### src/hw/gamePkg.sv
////////////////////
// shared pixel path definitions
// color type, coordinate width, pipeline depth
// scan phase enum and digit font
////////////////////

`default_nettype none

package gamePkg;

	// RGB332 color, red in the top bits
	typedef struct packed {
		logic [2:0] r;
		logic [2:0] g;
		logic [1:0] b;
	} rgb_t;

	// screen coordinate width
	parameter int coordW = 11;

	// register stages from scan position to output color
	parameter int pipeDepth = 2;

	// phases of a scan line or a frame
	typedef enum logic [1:0] {
		active,
		frontPorch,
		sync,
		backPorch
	} scanPhase_t;

	// ten glyphs of 8 rows by 4 columns
	// index 0 of a row is the leftmost pixel (the MSB of each nibble)
	parameter logic [0:9][0:7][0:3] digitFont = {
		32'h6999_9960,
		32'h2622_2270,
		32'h6912_48F0,
		32'hE116_11E0,
		32'h999F_1110,
		32'hF8E1_1960,
		32'h68E9_9960,
		32'hF124_4440,
		32'h6996_9960,
		32'h6997_1160
	};

endpackage

`default_nettype wire

### src/hw/pixelIf.sv
////////////////////
// scan position interface
// timing generator to drawers
////////////////////

`default_nettype none

interface pixelIf;
	logic [gamePkg::coordW-1:0] pixelX;
	logic [gamePkg::coordW-1:0] pixelY;
	logic visible;
	logic frameStart;
	// visible one cycle late, lines up with the drawer outputs
	logic visibleD;

	modport source (
		output pixelX, pixelY, visible, frameStart, visibleD
	);

	modport sink (
		input pixelX, pixelY, visible, frameStart, visibleD
	);
endinterface

`default_nettype wire

### src/hw/vgaTiming.sv
////////////////////
// raster timing generator
// line and frame counters with phase state
// sync outputs delayed to match the color pipeline
////////////////////

`default_nettype none

module vgaTiming #(
	parameter int hActive = 640,
	parameter int hFront = 16,
	parameter int hSync = 96,
	parameter int hBack = 48,
	parameter int vActive = 480,
	parameter int vFront = 10,
	parameter int vSync = 2,
	parameter int vBack = 33
) (
	input logic clk,
	input logic resetN,
	pixelIf.source pix,
	output logic hSyncN,
	output logic vSyncN
);

	localparam int hTotal = hActive + hFront + hSync + hBack;
	localparam int vTotal = vActive + vFront + vSync + vBack;
	// after reset the scan starts at the first blank line
	localparam logic [gamePkg::coordW-1:0] vStartCount = vActive[gamePkg::coordW-1:0];

	logic [gamePkg::coordW-1:0] hCount;
	logic [gamePkg::coordW-1:0] vCount;
	gamePkg::scanPhase_t hPhase;
	gamePkg::scanPhase_t vPhase;
	logic lineEnd;
	logic frameEnd;
	logic visible;
	logic visibleDReg;
	logic [gamePkg::pipeDepth-1:0] hSyncPipe;
	logic [gamePkg::pipeDepth-1:0] vSyncPipe;

	assign lineEnd = int'(hCount) == hTotal - 1;
	assign frameEnd = lineEnd && (int'(vCount) == vTotal - 1);

	// horizontal counter, phase moves on the last pixel of a region
	always_ff @(posedge clk or negedge resetN) begin
		if (!resetN) begin
			hCount <= '0;
			hPhase <= gamePkg::active;
		end else begin
			if (lineEnd)
				hCount <= '0;
			else
				hCount <= hCount + 1'b1;
			if (int'(hCount) == hActive - 1)
				hPhase <= gamePkg::frontPorch;
			else if (int'(hCount) == hActive + hFront - 1)
				hPhase <= gamePkg::sync;
			else if (int'(hCount) == hActive + hFront + hSync - 1)
				hPhase <= gamePkg::backPorch;
			else if (lineEnd)
				hPhase <= gamePkg::active;
		end
	end

	// vertical counter steps once per line
	always_ff @(posedge clk or negedge resetN) begin
		if (!resetN) begin
			vCount <= vStartCount;
			vPhase <= gamePkg::frontPorch;
		end else if (lineEnd) begin
			if (frameEnd)
				vCount <= '0;
			else
				vCount <= vCount + 1'b1;
			if (int'(vCount) == vActive - 1)
				vPhase <= gamePkg::frontPorch;
			else if (int'(vCount) == vActive + vFront - 1)
				vPhase <= gamePkg::sync;
			else if (int'(vCount) == vActive + vFront + vSync - 1)
				vPhase <= gamePkg::backPorch;
			else if (frameEnd)
				vPhase <= gamePkg::active;
		end
	end

	assign visible = (hPhase == gamePkg::active) && (vPhase == gamePkg::active);

	// sync delay and late visible copy
	always_ff @(posedge clk or negedge resetN) begin
		if (!resetN) begin
			hSyncPipe <= '1;
			vSyncPipe <= '1;
			visibleDReg <= 1'b0;
		end else begin
			hSyncPipe <= {hSyncPipe[gamePkg::pipeDepth-2:0], hPhase != gamePkg::sync};
			vSyncPipe <= {vSyncPipe[gamePkg::pipeDepth-2:0], vPhase != gamePkg::sync};
			visibleDReg <= visible;
		end
	end

	assign hSyncN = hSyncPipe[gamePkg::pipeDepth-1];
	assign vSyncN = vSyncPipe[gamePkg::pipeDepth-1];

	assign pix.pixelX = hCount;
	assign pix.pixelY = vCount;
	assign pix.visible = visible;
	assign pix.frameStart = (hCount == '0) && (vCount == '0);
	assign pix.visibleD = visibleDReg;

endmodule

`default_nettype wire

### src/hw/rectangleObject.sv
////////////////////
// solid rectangle drawer
////////////////////

`default_nettype none

module rectangleObject #(
	parameter int rectWidth = 40,
	parameter int rectHeight = 30,
	parameter gamePkg::rgb_t rectColor = 8'hE0
) (
	input logic clk,
	input logic resetN,
	pixelIf.sink pix,
	input logic [gamePkg::coordW-1:0] rectX,
	input logic [gamePkg::coordW-1:0] rectY,
	output logic drawingRequest,
	output gamePkg::rgb_t rgb
);

	logic [gamePkg::coordW-1:0] rectXLatched;
	logic [gamePkg::coordW-1:0] rectYLatched;
	logic [gamePkg::coordW-1:0] posX;
	logic [gamePkg::coordW-1:0] posY;
	logic insideX;
	logic insideY;

	// position is taken once per frame
	always_ff @(posedge clk or negedge resetN) begin
		if (!resetN) begin
			rectXLatched <= '0;
			rectYLatched <= '0;
		end else if (pix.frameStart) begin
			rectXLatched <= rectX;
			rectYLatched <= rectY;
		end
	end

	// the first pixel of a frame already sees the new position
	assign posX = pix.frameStart ? rectX : rectXLatched;
	assign posY = pix.frameStart ? rectY : rectYLatched;

	assign insideX = (pix.pixelX >= posX) && (int'(pix.pixelX) < int'(posX) + rectWidth);
	assign insideY = (pix.pixelY >= posY) && (int'(pix.pixelY) < int'(posY) + rectHeight);

	always_ff @(posedge clk or negedge resetN) begin
		if (!resetN) begin
			drawingRequest <= 1'b0;
			rgb <= '0;
		end else begin
			drawingRequest <= pix.visible && insideX && insideY;
			rgb <= rectColor;
		end
	end

endmodule

`default_nettype wire

### src/hw/digitObject.sv
////////////////////
// single decimal digit drawer
// font glyph scaled by two in both directions
////////////////////

`default_nettype none

module digitObject #(
	parameter int digitX = 600,
	parameter int digitY = 20,
	parameter gamePkg::rgb_t digitColor = 8'hFF
) (
	input logic clk,
	input logic resetN,
	pixelIf.sink pix,
	input logic [3:0] digitValue,
	output logic drawingRequest,
	output gamePkg::rgb_t rgb
);

	// box covered by one glyph on screen
	localparam int boxWidth = 8;
	localparam int boxHeight = 16;

	logic [3:0] digitLatched;
	logic [3:0] digitCur;
	logic digitValid;
	int dx;
	int dy;
	logic inBox;
	logic [2:0] rowIdx;
	logic [1:0] colIdx;
	logic [0:7][0:3] glyph;
	logic fontBit;

	// digit is taken once per frame
	always_ff @(posedge clk or negedge resetN) begin
		if (!resetN)
			digitLatched <= '0;
		else if (pix.frameStart)
			digitLatched <= digitValue;
	end

	assign digitCur = pix.frameStart ? digitValue : digitLatched;
	assign digitValid = digitCur <= 4'd9;

	// offset inside the box, each font bit is 2x2 pixels
	always_comb begin
		dx = int'(pix.pixelX) - digitX;
		dy = int'(pix.pixelY) - digitY;
		inBox = (dx >= 0) && (dx < boxWidth) && (dy >= 0) && (dy < boxHeight);
		colIdx = dx[2:1];
		rowIdx = dy[3:1];
	end

	// values above 9 have no glyph
	always_comb begin
		if (digitValid)
			glyph = gamePkg::digitFont[digitCur];
		else
			glyph = '0;
		fontBit = glyph[rowIdx][colIdx];
	end

	always_ff @(posedge clk or negedge resetN) begin
		if (!resetN) begin
			drawingRequest <= 1'b0;
			rgb <= '0;
		end else begin
			drawingRequest <= pix.visible && inBox && fontBit;
			rgb <= digitColor;
		end
	end

endmodule

`default_nettype wire

### src/hw/objectsMux.sv
////////////////////
// object priority mux
// RGB332 to 24-bit expansion
////////////////////

`default_nettype none

module objectsMux (
	input logic clk,
	input logic resetN,
	input logic visible,
	input logic digitRequest,
	input gamePkg::rgb_t digitRgb,
	input logic rectRequest,
	input gamePkg::rgb_t rectRgb,
	input gamePkg::rgb_t backgroundRgb,
	output logic [7:0] red,
	output logic [7:0] green,
	output logic [7:0] blue
);

	gamePkg::rgb_t colorReg;

	// digit wins over rectangle, rectangle over background
	always_ff @(posedge clk or negedge resetN) begin
		if (!resetN)
			colorReg <= '0;
		else if (!visible)
			colorReg <= '0;
		else if (digitRequest)
			colorReg <= digitRgb;
		else if (rectRequest)
			colorReg <= rectRgb;
		else
			colorReg <= backgroundRgb;
	end

	// repeat channel bits msb first to fill the byte
	assign red = {colorReg.r, colorReg.r, colorReg.r[2:1]};
	assign green = {colorReg.g, colorReg.g, colorReg.g[2:1]};
	assign blue = {4{colorReg.b}};

endmodule

`default_nettype wire

### src/hw/pixelPipeTop.sv
////////////////////
// pixel path top level
// timing, rectangle, digit and mux
////////////////////

`default_nettype none

module pixelPipeTop #(
	parameter int hActive = 640,
	parameter int hFront = 16,
	parameter int hSync = 96,
	parameter int hBack = 48,
	parameter int vActive = 480,
	parameter int vFront = 10,
	parameter int vSync = 2,
	parameter int vBack = 33,
	parameter int rectWidth = 40,
	parameter int rectHeight = 30,
	parameter gamePkg::rgb_t rectColor = 8'hE0,
	parameter int digitX = 600,
	parameter int digitY = 20,
	parameter gamePkg::rgb_t digitColor = 8'hFF
) (
	input logic clk,
	input logic resetN,
	input logic [gamePkg::coordW-1:0] rectX,
	input logic [gamePkg::coordW-1:0] rectY,
	input logic [3:0] digitValue,
	input logic [7:0] backgroundRgb,
	output logic [7:0] red,
	output logic [7:0] green,
	output logic [7:0] blue,
	output logic hSyncN,
	output logic vSyncN
);

	logic rectRequest;
	gamePkg::rgb_t rectRgb;
	logic digitRequest;
	gamePkg::rgb_t digitRgb;

	pixelIf pix ();

	vgaTiming #(
		.hActive(hActive),
		.hFront(hFront),
		.hSync(hSync),
		.hBack(hBack),
		.vActive(vActive),
		.vFront(vFront),
		.vSync(vSync),
		.vBack(vBack)
	) timing0 (
		.clk(clk),
		.resetN(resetN),
		.pix(pix.source),
		.hSyncN(hSyncN),
		.vSyncN(vSyncN)
	);

	rectangleObject #(
		.rectWidth(rectWidth),
		.rectHeight(rectHeight),
		.rectColor(rectColor)
	) rect0 (
		.clk(clk),
		.resetN(resetN),
		.pix(pix.sink),
		.rectX(rectX),
		.rectY(rectY),
		.drawingRequest(rectRequest),
		.rgb(rectRgb)
	);

	digitObject #(
		.digitX(digitX),
		.digitY(digitY),
		.digitColor(digitColor)
	) digit0 (
		.clk(clk),
		.resetN(resetN),
		.pix(pix.sink),
		.digitValue(digitValue),
		.drawingRequest(digitRequest),
		.rgb(digitRgb)
	);

	// mux sees visible one cycle late, in step with the drawers
	objectsMux mux0 (
		.clk(clk),
		.resetN(resetN),
		.visible(pix.visibleD),
		.digitRequest(digitRequest),
		.digitRgb(digitRgb),
		.rectRequest(rectRequest),
		.rectRgb(rectRgb),
		.backgroundRgb(backgroundRgb),
		.red(red),
		.green(green),
		.blue(blue)
	);

endmodule

`default_nettype wire

### config.mk
export PLATFORM = sky130hd
export DESIGN_NAME = pixelPipeTop
export DESIGN_NICKNAME = d
export VERILOG_FILES = /design/src/hw/gamePkg.sv /design/src/hw/pixelIf.sv /design/src/hw/vgaTiming.sv /design/src/hw/rectangleObject.sv /design/src/hw/digitObject.sv /design/src/hw/objectsMux.sv /design/src/hw/pixelPipeTop.sv
export SDC_FILE = /design/constraint.sdc
export NUM_CORES = 1
export LEC_CHECK = 0
export BUFFER_PORTS_ARGS = -buffer_cell sky130_fd_sc_hd__buf_2
export CAP_MARGIN = 20
export CORE_MARGIN = 1
export CORE_UTILIZATION = 50
export CTS_BUF_LIST = sky130_fd_sc_hd__clkbuf_8
export DETAILED_ROUTE_END_ITERATION = 8
export PLACE_DENSITY = 0.74
export SYNTH_ARGS = -nofsm -noshare
export SYNTH_HDL_FRONTEND = slang
export SYNTH_SLANG_ARGS = --single-unit
### constraint.sdc
create_clock -name clk -period 4.25 [get_ports clk]
set_input_delay 0 -clock clk [delete_from_list [all_inputs] [get_ports clk]]
set_output_delay 0 -clock clk [all_outputs]
set_load 0.02 [all_outputs]
==> metrics.md, run 1 <==
| Metric | Value |
|---|---|
| Status | finished, final reports clean |
| Psw | 0.3837 mW |
| WP data arrival | 4.27 ns |
| Die Span X | 104.3 um |
| Netlist cell types | 70 |
| WS Path Type | reg -> reg |
| Post-synth ARST share | 1.000 |
| I/O pins | 62 |
| Register share of total power | 0.491 |
| Gr busiest metal | met2 |
| Switching share of power | 0.2798 |
| EDFF count, synth | 0 |
| Worst-path clk slew | 0.07 ns |
| Synthesized cell area | 0.005234 mm2 |
| Min Tclk post-route | 4.002 ns |
| Clock skew | 0.006231 ns |
| Final setup fails | 0 |
| Post-synthesis net count | 672 |
| Top Family by Delay on Critical Path | simple AND/OR/NAND/NOR gates |
| PwrDens | 228.3 mW/mm2 |
| Post-DRT Antenna Nets | 0 |
| Initial Utilization | 0.5258 |
| Maxcap violations | 0 |
| Worst path buffer plus inverter count | 2 |
| Setup repair after global routing missed its margin | false |
| DIE HEIGHT | 104.3 um |
| Critical path depth | 16 |
| Via/cell ratio | 5.791 |
| Worst r2r path cells | 16 |
| CTS sink cnt | 68 |
| Post-route DRC | 0 |
| VDD IR max | 0.0001718 V |
| Max-Slew Margin vs Limit | 0.3801 |
| Num CTS Buffers | 9 |
| Comb power frac | 0.150 |
| Clk buf depth | 2 |
| Total track usage | 0.2544 |
| Post-synth top area share | 0.2821 |
| Grt met3 use | 0.03759 |
| Routed length per instance | 16.53 um |
| Share of layout cells above drive strength 1 | 0.1795 |
| DP HPWL | 9318 um |
| Clk_lat worst skew | 0.35 ns |
| Worst path max stage delay | 0.53 ns |
| Largest net degree at the start of global routing | 69 |
| Antenna diodes | 0 |
| CP max-delay cell | dfrtp_1 |
| Setup crit start kind | flop |
| Synth Register Bits | 68 |
| Final WL | 13,160 um |
| Required time of the critical path | 4.52 ns |
| Syn_area_per_cell | 8.993 um2 |
| M1 GR Usage | 0.3457 |
| GRT met2 Usage | 0.4040 |
| CTS HTree Levels | 3 |
| Hold Path Depth | 3 |
| Clk Tree Root Cell | clkbuf_8 |
| TNS Setup | 0 ns |
| Cell-internal power | 0.9876 mW |
| Final Hold Viols | 0 |
| Core area | 0.009955 mm2 |
| Via count | 4,610 |
| Leak Pwr | 2.845 nW |
| Area of the die | 0.01088 mm2 |
| CP max FO | 10 |
| CP endpoint kind | flop |
| TritonCTS clock tree | done |
| Site Rows | 36 |
| Worst-Margin Slew | 0.9214 ns |
| Count of pins over their slew limit | 0 |
| Cells after synthesis | 582 |
| Initial antenna violation count | 0 |
| DRT iter0 DRCs | 244 |
| Synth area leader | dfrtp_1 |
| Main flop type after synthesis | dfrtp_1 |
| Worst-path cell chain | inv_1 > ha_1 > nor4b_2 > and4_1 > nand2_2 > buf_4 > mux2i_1 > a21oi_1 > and2_1 > xnor2_1 > ha_1 > and3_1 > a21oi_1 > a31oi_1 > o32a_1 > nor3_2 |
| Total congestion overflow | 0 |
| Hold Crit Class | in -> reg |
| Clock share of power | 0.359 |
| DRT Pass-1 Iters | 5 |
| Final worst-path cycle share | 0.9415 |
| Max Fclk | 249.9 MHz |
| First-pass GRT wire length | 22,140 um |
| Number of nets in the layout | 748 |
| GP Congestion | 0.8913 |
| Placed insts | 753 |
| Number of port buffers | 61 |
| Area grow syn2layout | 14.75% |
| Via count of the first global-routing pass | 4,534 |
| Non-Filler Instances | 796 |
| YS warnings | 0 |
| Synth top area cells | dfrtp_1 (28%), ha_1 (13%), mux2i_1 (4.8%) |
| Register area share after synthesis | 0.3273 |
-- Yosys cell counts (all sizes together), types with 2 or more instances --
| cell | instances |
|---|---|
| a311oi | 4 |
| o21a | 4 |
| o21ai | 33 |
| o221ai | 2 |
| a2111oi | 3 |
| nor2b | 12 |
| maj3 | 2 |
| a211oi | 4 |
| o211ai | 6 |
| dfstp | 9 |
| or2 | 3 |
| buf | 29 |
| ha | 54 |
| nand4b | 2 |
| and4 | 3 |
| nand4 | 8 |
| and2 | 5 |
| and3 | 7 |
| clkbuf | 10 |
| nor4 | 6 |
| a21boi | 6 |
| nor2 | 35 |
| nand2b | 11 |
| nor3b | 2 |
| a22oi | 3 |
| a21o | 4 |
| nand2 | 51 |
| or3 | 3 |
| xnor2 | 16 |
| nor3 | 14 |
| a32oi | 2 |
| o2111ai | 6 |
| nor4b | 2 |
| mux2i | 25 |
| inv | 41 |
| a31oi | 8 |
| o311ai | 3 |
| o31ai | 7 |
| xor2 | 14 |
| dfrtp | 59 |
| nand3b | 3 |
| nand3 | 19 |
| a21oi | 30 |
-- stage by stage --
step           total power, mW  instance area [um2]  hold WS (ns)  worst slack, ns    util
5_1_grt                  1.429                 6006       0.07769        0.0006999  0.6033
3_5_place_dp            0.8709                 5562        0.2477           0.2662  0.5587
3_3_place_gp            0.8675                 5562        0.2473           0.3234  0.5587
2_1_floorplan           0.8087                 5234       -0.2956           0.2076       -
6_report                 1.371                 6006       0.04893           0.2484  0.6033
4_1_cts                  1.376                 5987       0.03289           0.2177  0.6014
-- layout make-up --
type                       instances  area, um2
clock inverter                     5      23.77
tap                              133      166.4
multi-input combinational        433       3103
fill                             862       3949
sequential                        68       1713
timing repair buffer             104      690.7
clock buffer                      11      151.4
inverter                          42      157.7
-- cells by family (layout without fill, tap and decap cells) --
family                     Yosys count  in the layout  synth area share
and+or+nand+nor                    189            189            0.1898
AOI/OAI and AO/OA                  132            132            0.1707
buffers and inverters               81            162           0.08056
DFF                                 68             68            0.3273
adders and majority gates           56             56            0.1329
xor gates and xnor gates            30             30           0.05020
muxes                               25             25           0.04781
other                                1              1         0.0007165
-- worst reg2reg max path, cell delays in order (launching register included) --
cell	delay, ns
dfrtp_1	0.53
inv_1	0.12
ha_1	0.20
nor4b_2	0.15
and4_1	0.25
nand2_2	0.26
buf_4	0.25
mux2i_1	0.50
a21oi_1	0.20
and2_1	0.22
xnor2_1	0.13
ha_1	0.29
and3_1	0.18
a21oi_1	0.13
a31oi_1	0.13
o32a_1	0.20
nor3_2	0.18
-- placed cells by master, fill, tap and decap left out, types with 5 or more instances in the layout --
cell type       n
buf_4          18
nand4_1         8
nor2b_1        12
xor2_1         14
dfrtp_1        59
o31ai_1         7
nor2_1         35
nor3_1         11
o21ai_0        32
mux2i_1        24
clkbuf_8       11
nand3_1        19
a21oi_1        29
nand2b_1       11
a31oi_1         8
and3_1          7
nand2_1        49
xnor2_1        16
dlygate4sd3_1  25
o2111ai_1       6
a21boi_0        6
inv_1          42
o211ai_1        6
ha_1           54
buf_2          61
nor4_1          5
dfstp_2         9
-- power by group through the flow --
stage | combinational [mW] | clock (mW) | sequential (mW)
final | 0.206 | 0.492 | 0.673
after global routing | 0.229 | 0.525 | 0.675
after CTS | 0.205 | 0.499 | 0.673
after detailed placement | 0.186 | 0 | 0.685
after global placement | 0.183 | 0 | 0.685
after floorplan | 0.120 | 0 | 0.688
-- final timing paths --
| path | start | end | slack [ns] |
|---|---|---|---|
| worst max-delay path | timing0.pix.pixelY[3] | rect0.drawingRequest | 0.25 |
| worst min register to register | timing0.vSyncPipe[0] | timing0.vSyncPipe[1] | 0.36 |
| min in group asynchronous | resetN | rect0.rectYLatched[6] | 0.37 |
| worst min-delay path | rectY[6] | rect0.rectYLatched[6] | 0.05 |
| max in group asynchronous | resetN | rect0.rectXLatched[5] | 3.30 |
| worst max register to register | timing0.pix.pixelY[3] | rect0.drawingRequest | 0.25 |
-- routing by layer --
layer  part of all wire  up-vias
met1               0.46     2197
met5                  0        -
met3              0.061       25
li1                   -     2210
met4              0.021        0
met2               0.46      178
-- state kept, by name (all words and copies together), names as in the netlist, 2 cells and up --
| signal | flops |
|---|---|
| digit0.digitLatched | 4 |
| timing0.hSyncPipe | 2 |
| mux0.green | 3 |
| rect0.rectYLatched | 11 |
| rect0.rectXLatched | 11 |
| timing0.vSyncPipe | 2 |
| timing0.pix.pixelY | 11 |
| mux0.blue | 2 |
| timing0.hPhase | 2 |
| timing0.vPhase | 2 |
| timing0.pix.pixelX | 11 |
| mux0.red | 3 |
-- what timing repair did --
| item | 4_1_cts | 5_1_grt |
|---|---|---|
| setup endpoints to repair | 0 | 1 |
| buffers inserted | 0 | 2 |
| resized for setup | 0 | 1 |
| hold endpoints to repair | 83 | 0 |
| hold buffers | 25 | 0 |
Note: power is estimated with default switching activity, not from simulation.
==> run 2, diff against run 1 <==
--- a/config.mk
+++ b/config.mk
@@ -9,9 +9,8 @@
 export CAP_MARGIN = 20
 export CORE_MARGIN = 1
 export CORE_UTILIZATION = 50
-export CTS_BUF_LIST = sky130_fd_sc_hd__clkbuf_8
 export DETAILED_ROUTE_END_ITERATION = 8
-export PLACE_DENSITY = 0.74
+export PLACE_DENSITY = 0.71
 export SYNTH_ARGS = -nofsm -noshare
 export SYNTH_HDL_FRONTEND = slang
 export SYNTH_SLANG_ARGS = --single-unit
==> constraint.sdc (replaced) <==
create_clock -name clk -period 5.1 [get_ports clk]
set_input_delay 0 -clock clk [delete_from_list [all_inputs] [get_ports clk]]
set_output_delay 0 -clock clk [all_outputs]
set_load 0.02 [all_outputs]
==> metrics.md, run 2 (synthesis results as in run 1) <==
| Metric | Value |
|---|---|
| Status | finished, final reports clean |
| Via count of the first global-routing pass | 4,411 |
| Gr busiest metal | met2 |
| Fin area | 0.005947 mm2 |
| WP data arrival | 4.77 ns |
| Post_cts resized | 0 |
| Worst-Margin Slew | 0.9374 ns |
| Share of layout cells above drive strength 1 | 0.1674 |
| Sequential cell area | 0.001713 mm2 |
| CP max-delay cell | dfrtp_1 |
| Leak Pwr | 2.791 nW |
| Setup repair after global routing missed its margin | false |
| CP endpoint kind | flop |
| Final Hold Viols | 0 |
| Required time of the critical path | 5.39 ns |
| Final Power | 1.206 mW |
| CTS HTree Levels | 3 |
| DIE HEIGHT | 104.3 um |
| Num CTS Buffers | 9 |
| TNS Setup | 0 ns |
| DRT iter0 DRCs | 232 |
| I/O pins | 62 |
| Site Rows | 36 |
| Multi-input gate area in the final layout | 0.003099 mm2 |
| Number of port buffers | 61 |
| DRT Pass-1 Iters | 5 |
| Clk Tree Root Cell | clkbuf_8 |
| Final WL | 12,820 um |
| Highest-count cells in the layout ignoring fill and taps | buf_2 (61), dfrtp_1 (59), ha_1 (54), nand2_1 (49), inv_1 (39) |
| Worst-path cell chain | clkinv_1 > ha_1 > nor4b_2 > and4_1 > nand2_2 > mux2i_1 > inv_1 > a21oi_1 > nor3_1 > xnor2_1 > ha_1 > a2111o_1 > o21ai_0 > o2111ai_1 > nor3_2 |
| Total track usage | 0.2470 |
| Area grow syn2layout | 13.63% |
| Via/cell ratio | 5.786 |
| Final worst-path cycle share | 0.8782 |
| Initial Utilization | 0.5258 |
| Most common cell after layout, fill and taps aside | buf_2 |
| Post-DRT Antenna Nets | 0 |
| Fillers | 858 |
| Hold Crit Class | in -> reg |
| CP max FO | 22 |
| Max-Slew Margin vs Limit | 0.3693 |
| Hold slack | 0.01369 ns |
| Worst-path clk slew | 0.08 ns |
| Post-Place Setup Slack | 0.6653 ns |
| Final setup fails | 0 |
| Worst path max stage delay | 0.79 ns |
| Clock skew | 0.01187 ns |
| GRT met2 Usage | 0.3893 |
| Largest net degree at the start of global routing | 69 |
| Post-route DRC | 0 |
| Die Span X | 104.3 um |
| Number of nets in the layout | 736 |
| Setup crit start kind | flop |
| CTS sink cnt | 68 |
| Clk_lat worst skew | 0.37 ns |
| Worst path buffer plus inverter count | 2 |
| M1 GR Usage | 0.3275 |
| Antenna diodes | 0 |
| Initial antenna violation count | 0 |
| PwrDens | 202.7 mW/mm2 |
| Core area | 0.009955 mm2 |
| Via count | 4,536 |
| Placed insts | 743 |
| Min Tclk post-route | 4.479 ns |
| Non-Filler Instances | 784 |
| Maxcap violations | 0 |
| Fin util | 0.5974 |
| Top Family by Delay on Critical Path | simple AND/OR/NAND/NOR gates |
| Total congestion overflow | 0 |
| PnR worst setup slack | 0.6214 ns |
| Routed length per instance | 16.35 um |
| Count of pins over their slew limit | 0 |
| Area post-placement | 0.005487 mm2 |
| Grt met3 use | 0.04386 |
| Clk buf depth | 2 |
| VDD IR max | 0.0001334 V |
| First-pass GRT wire length | 21,620 um |
| Max Fclk | 223.3 MHz |
| Area of the die | 0.01088 mm2 |
| TritonCTS clock tree | done |
| Most frequent CP cell | ha_1 |
| GP Congestion | 0.8596 |
| WS Path Type | reg -> reg |
| DP HPWL | 9071 um |
## run 2: worst paths after layout
kind	start	endpoint	slack [ns]	cells after the start
setup / recovery	timing0.pix.pixelY[2]	rect0.drawingRequest	0.62	15
hold / removal	rectY[9]	rect0.rectYLatched[9]	0.01	3
setup reg to reg	timing0.pix.pixelY[2]	rect0.drawingRequest	0.62	15
hold reg to reg	timing0.hSyncPipe[0]	timing0.hSyncPipe[1]	0.36	0
max in group asynchronous	resetN	digit0.digitLatched[1]	4.15	3
min in group asynchronous	resetN	rect0.rectYLatched[0]	0.35	3
## run 2: metal layers
layer	share of wire	up-vias
met4	0.026	0
met3	0.056	28
met5	0	-
li1	-	2193
met1	0.46	2160
met2	0.46	155
## run 2: area by class of cell
| cell class | instances | share of cell area |
|---|---|---|
| inverters | 42 | 0.02651 |
| clock inverters | 5 | 0.009888 |
| flip-flops and latches | 68 | 0.2880 |
| clock buffers | 11 | 0.02546 |
| repair buffers | 92 | 0.1010 |
| well taps | 133 | 0.02798 |
| multi-input cells | 433 | 0.5211 |
## run 2: timing repair
item,in CTS,in global routing
hold buffers,25,0
endpoints found under the hold margin,83,0
buffers inserted,0,0
## run 2: worst reg2reg max path, cell delays in order, from the launching register on
cell and delay [ns]:
dfrtp_1 0.79, clkinv_1 0.21, ha_1 0.25, nor4b_2 0.15, and4_1 0.25, nand2_2 0.44, mux2i_1 0.48, inv_1 0.10
a21oi_1 0.28, nor3_1 0.10, xnor2_1 0.20, ha_1 0.27, a2111o_1 0.40, o21ai_0 0.16, o2111ai_1 0.15, nor3_2 0.17
## run 2: power breakdown
group | internal (mW) | total (mW) | switching (mW)
Sequential | 0.553 | 0.560 | 0.00722
Clock | 0.253 | 0.476 | 0.223
Combinational | 0.0720 | 0.169 | 0.0972
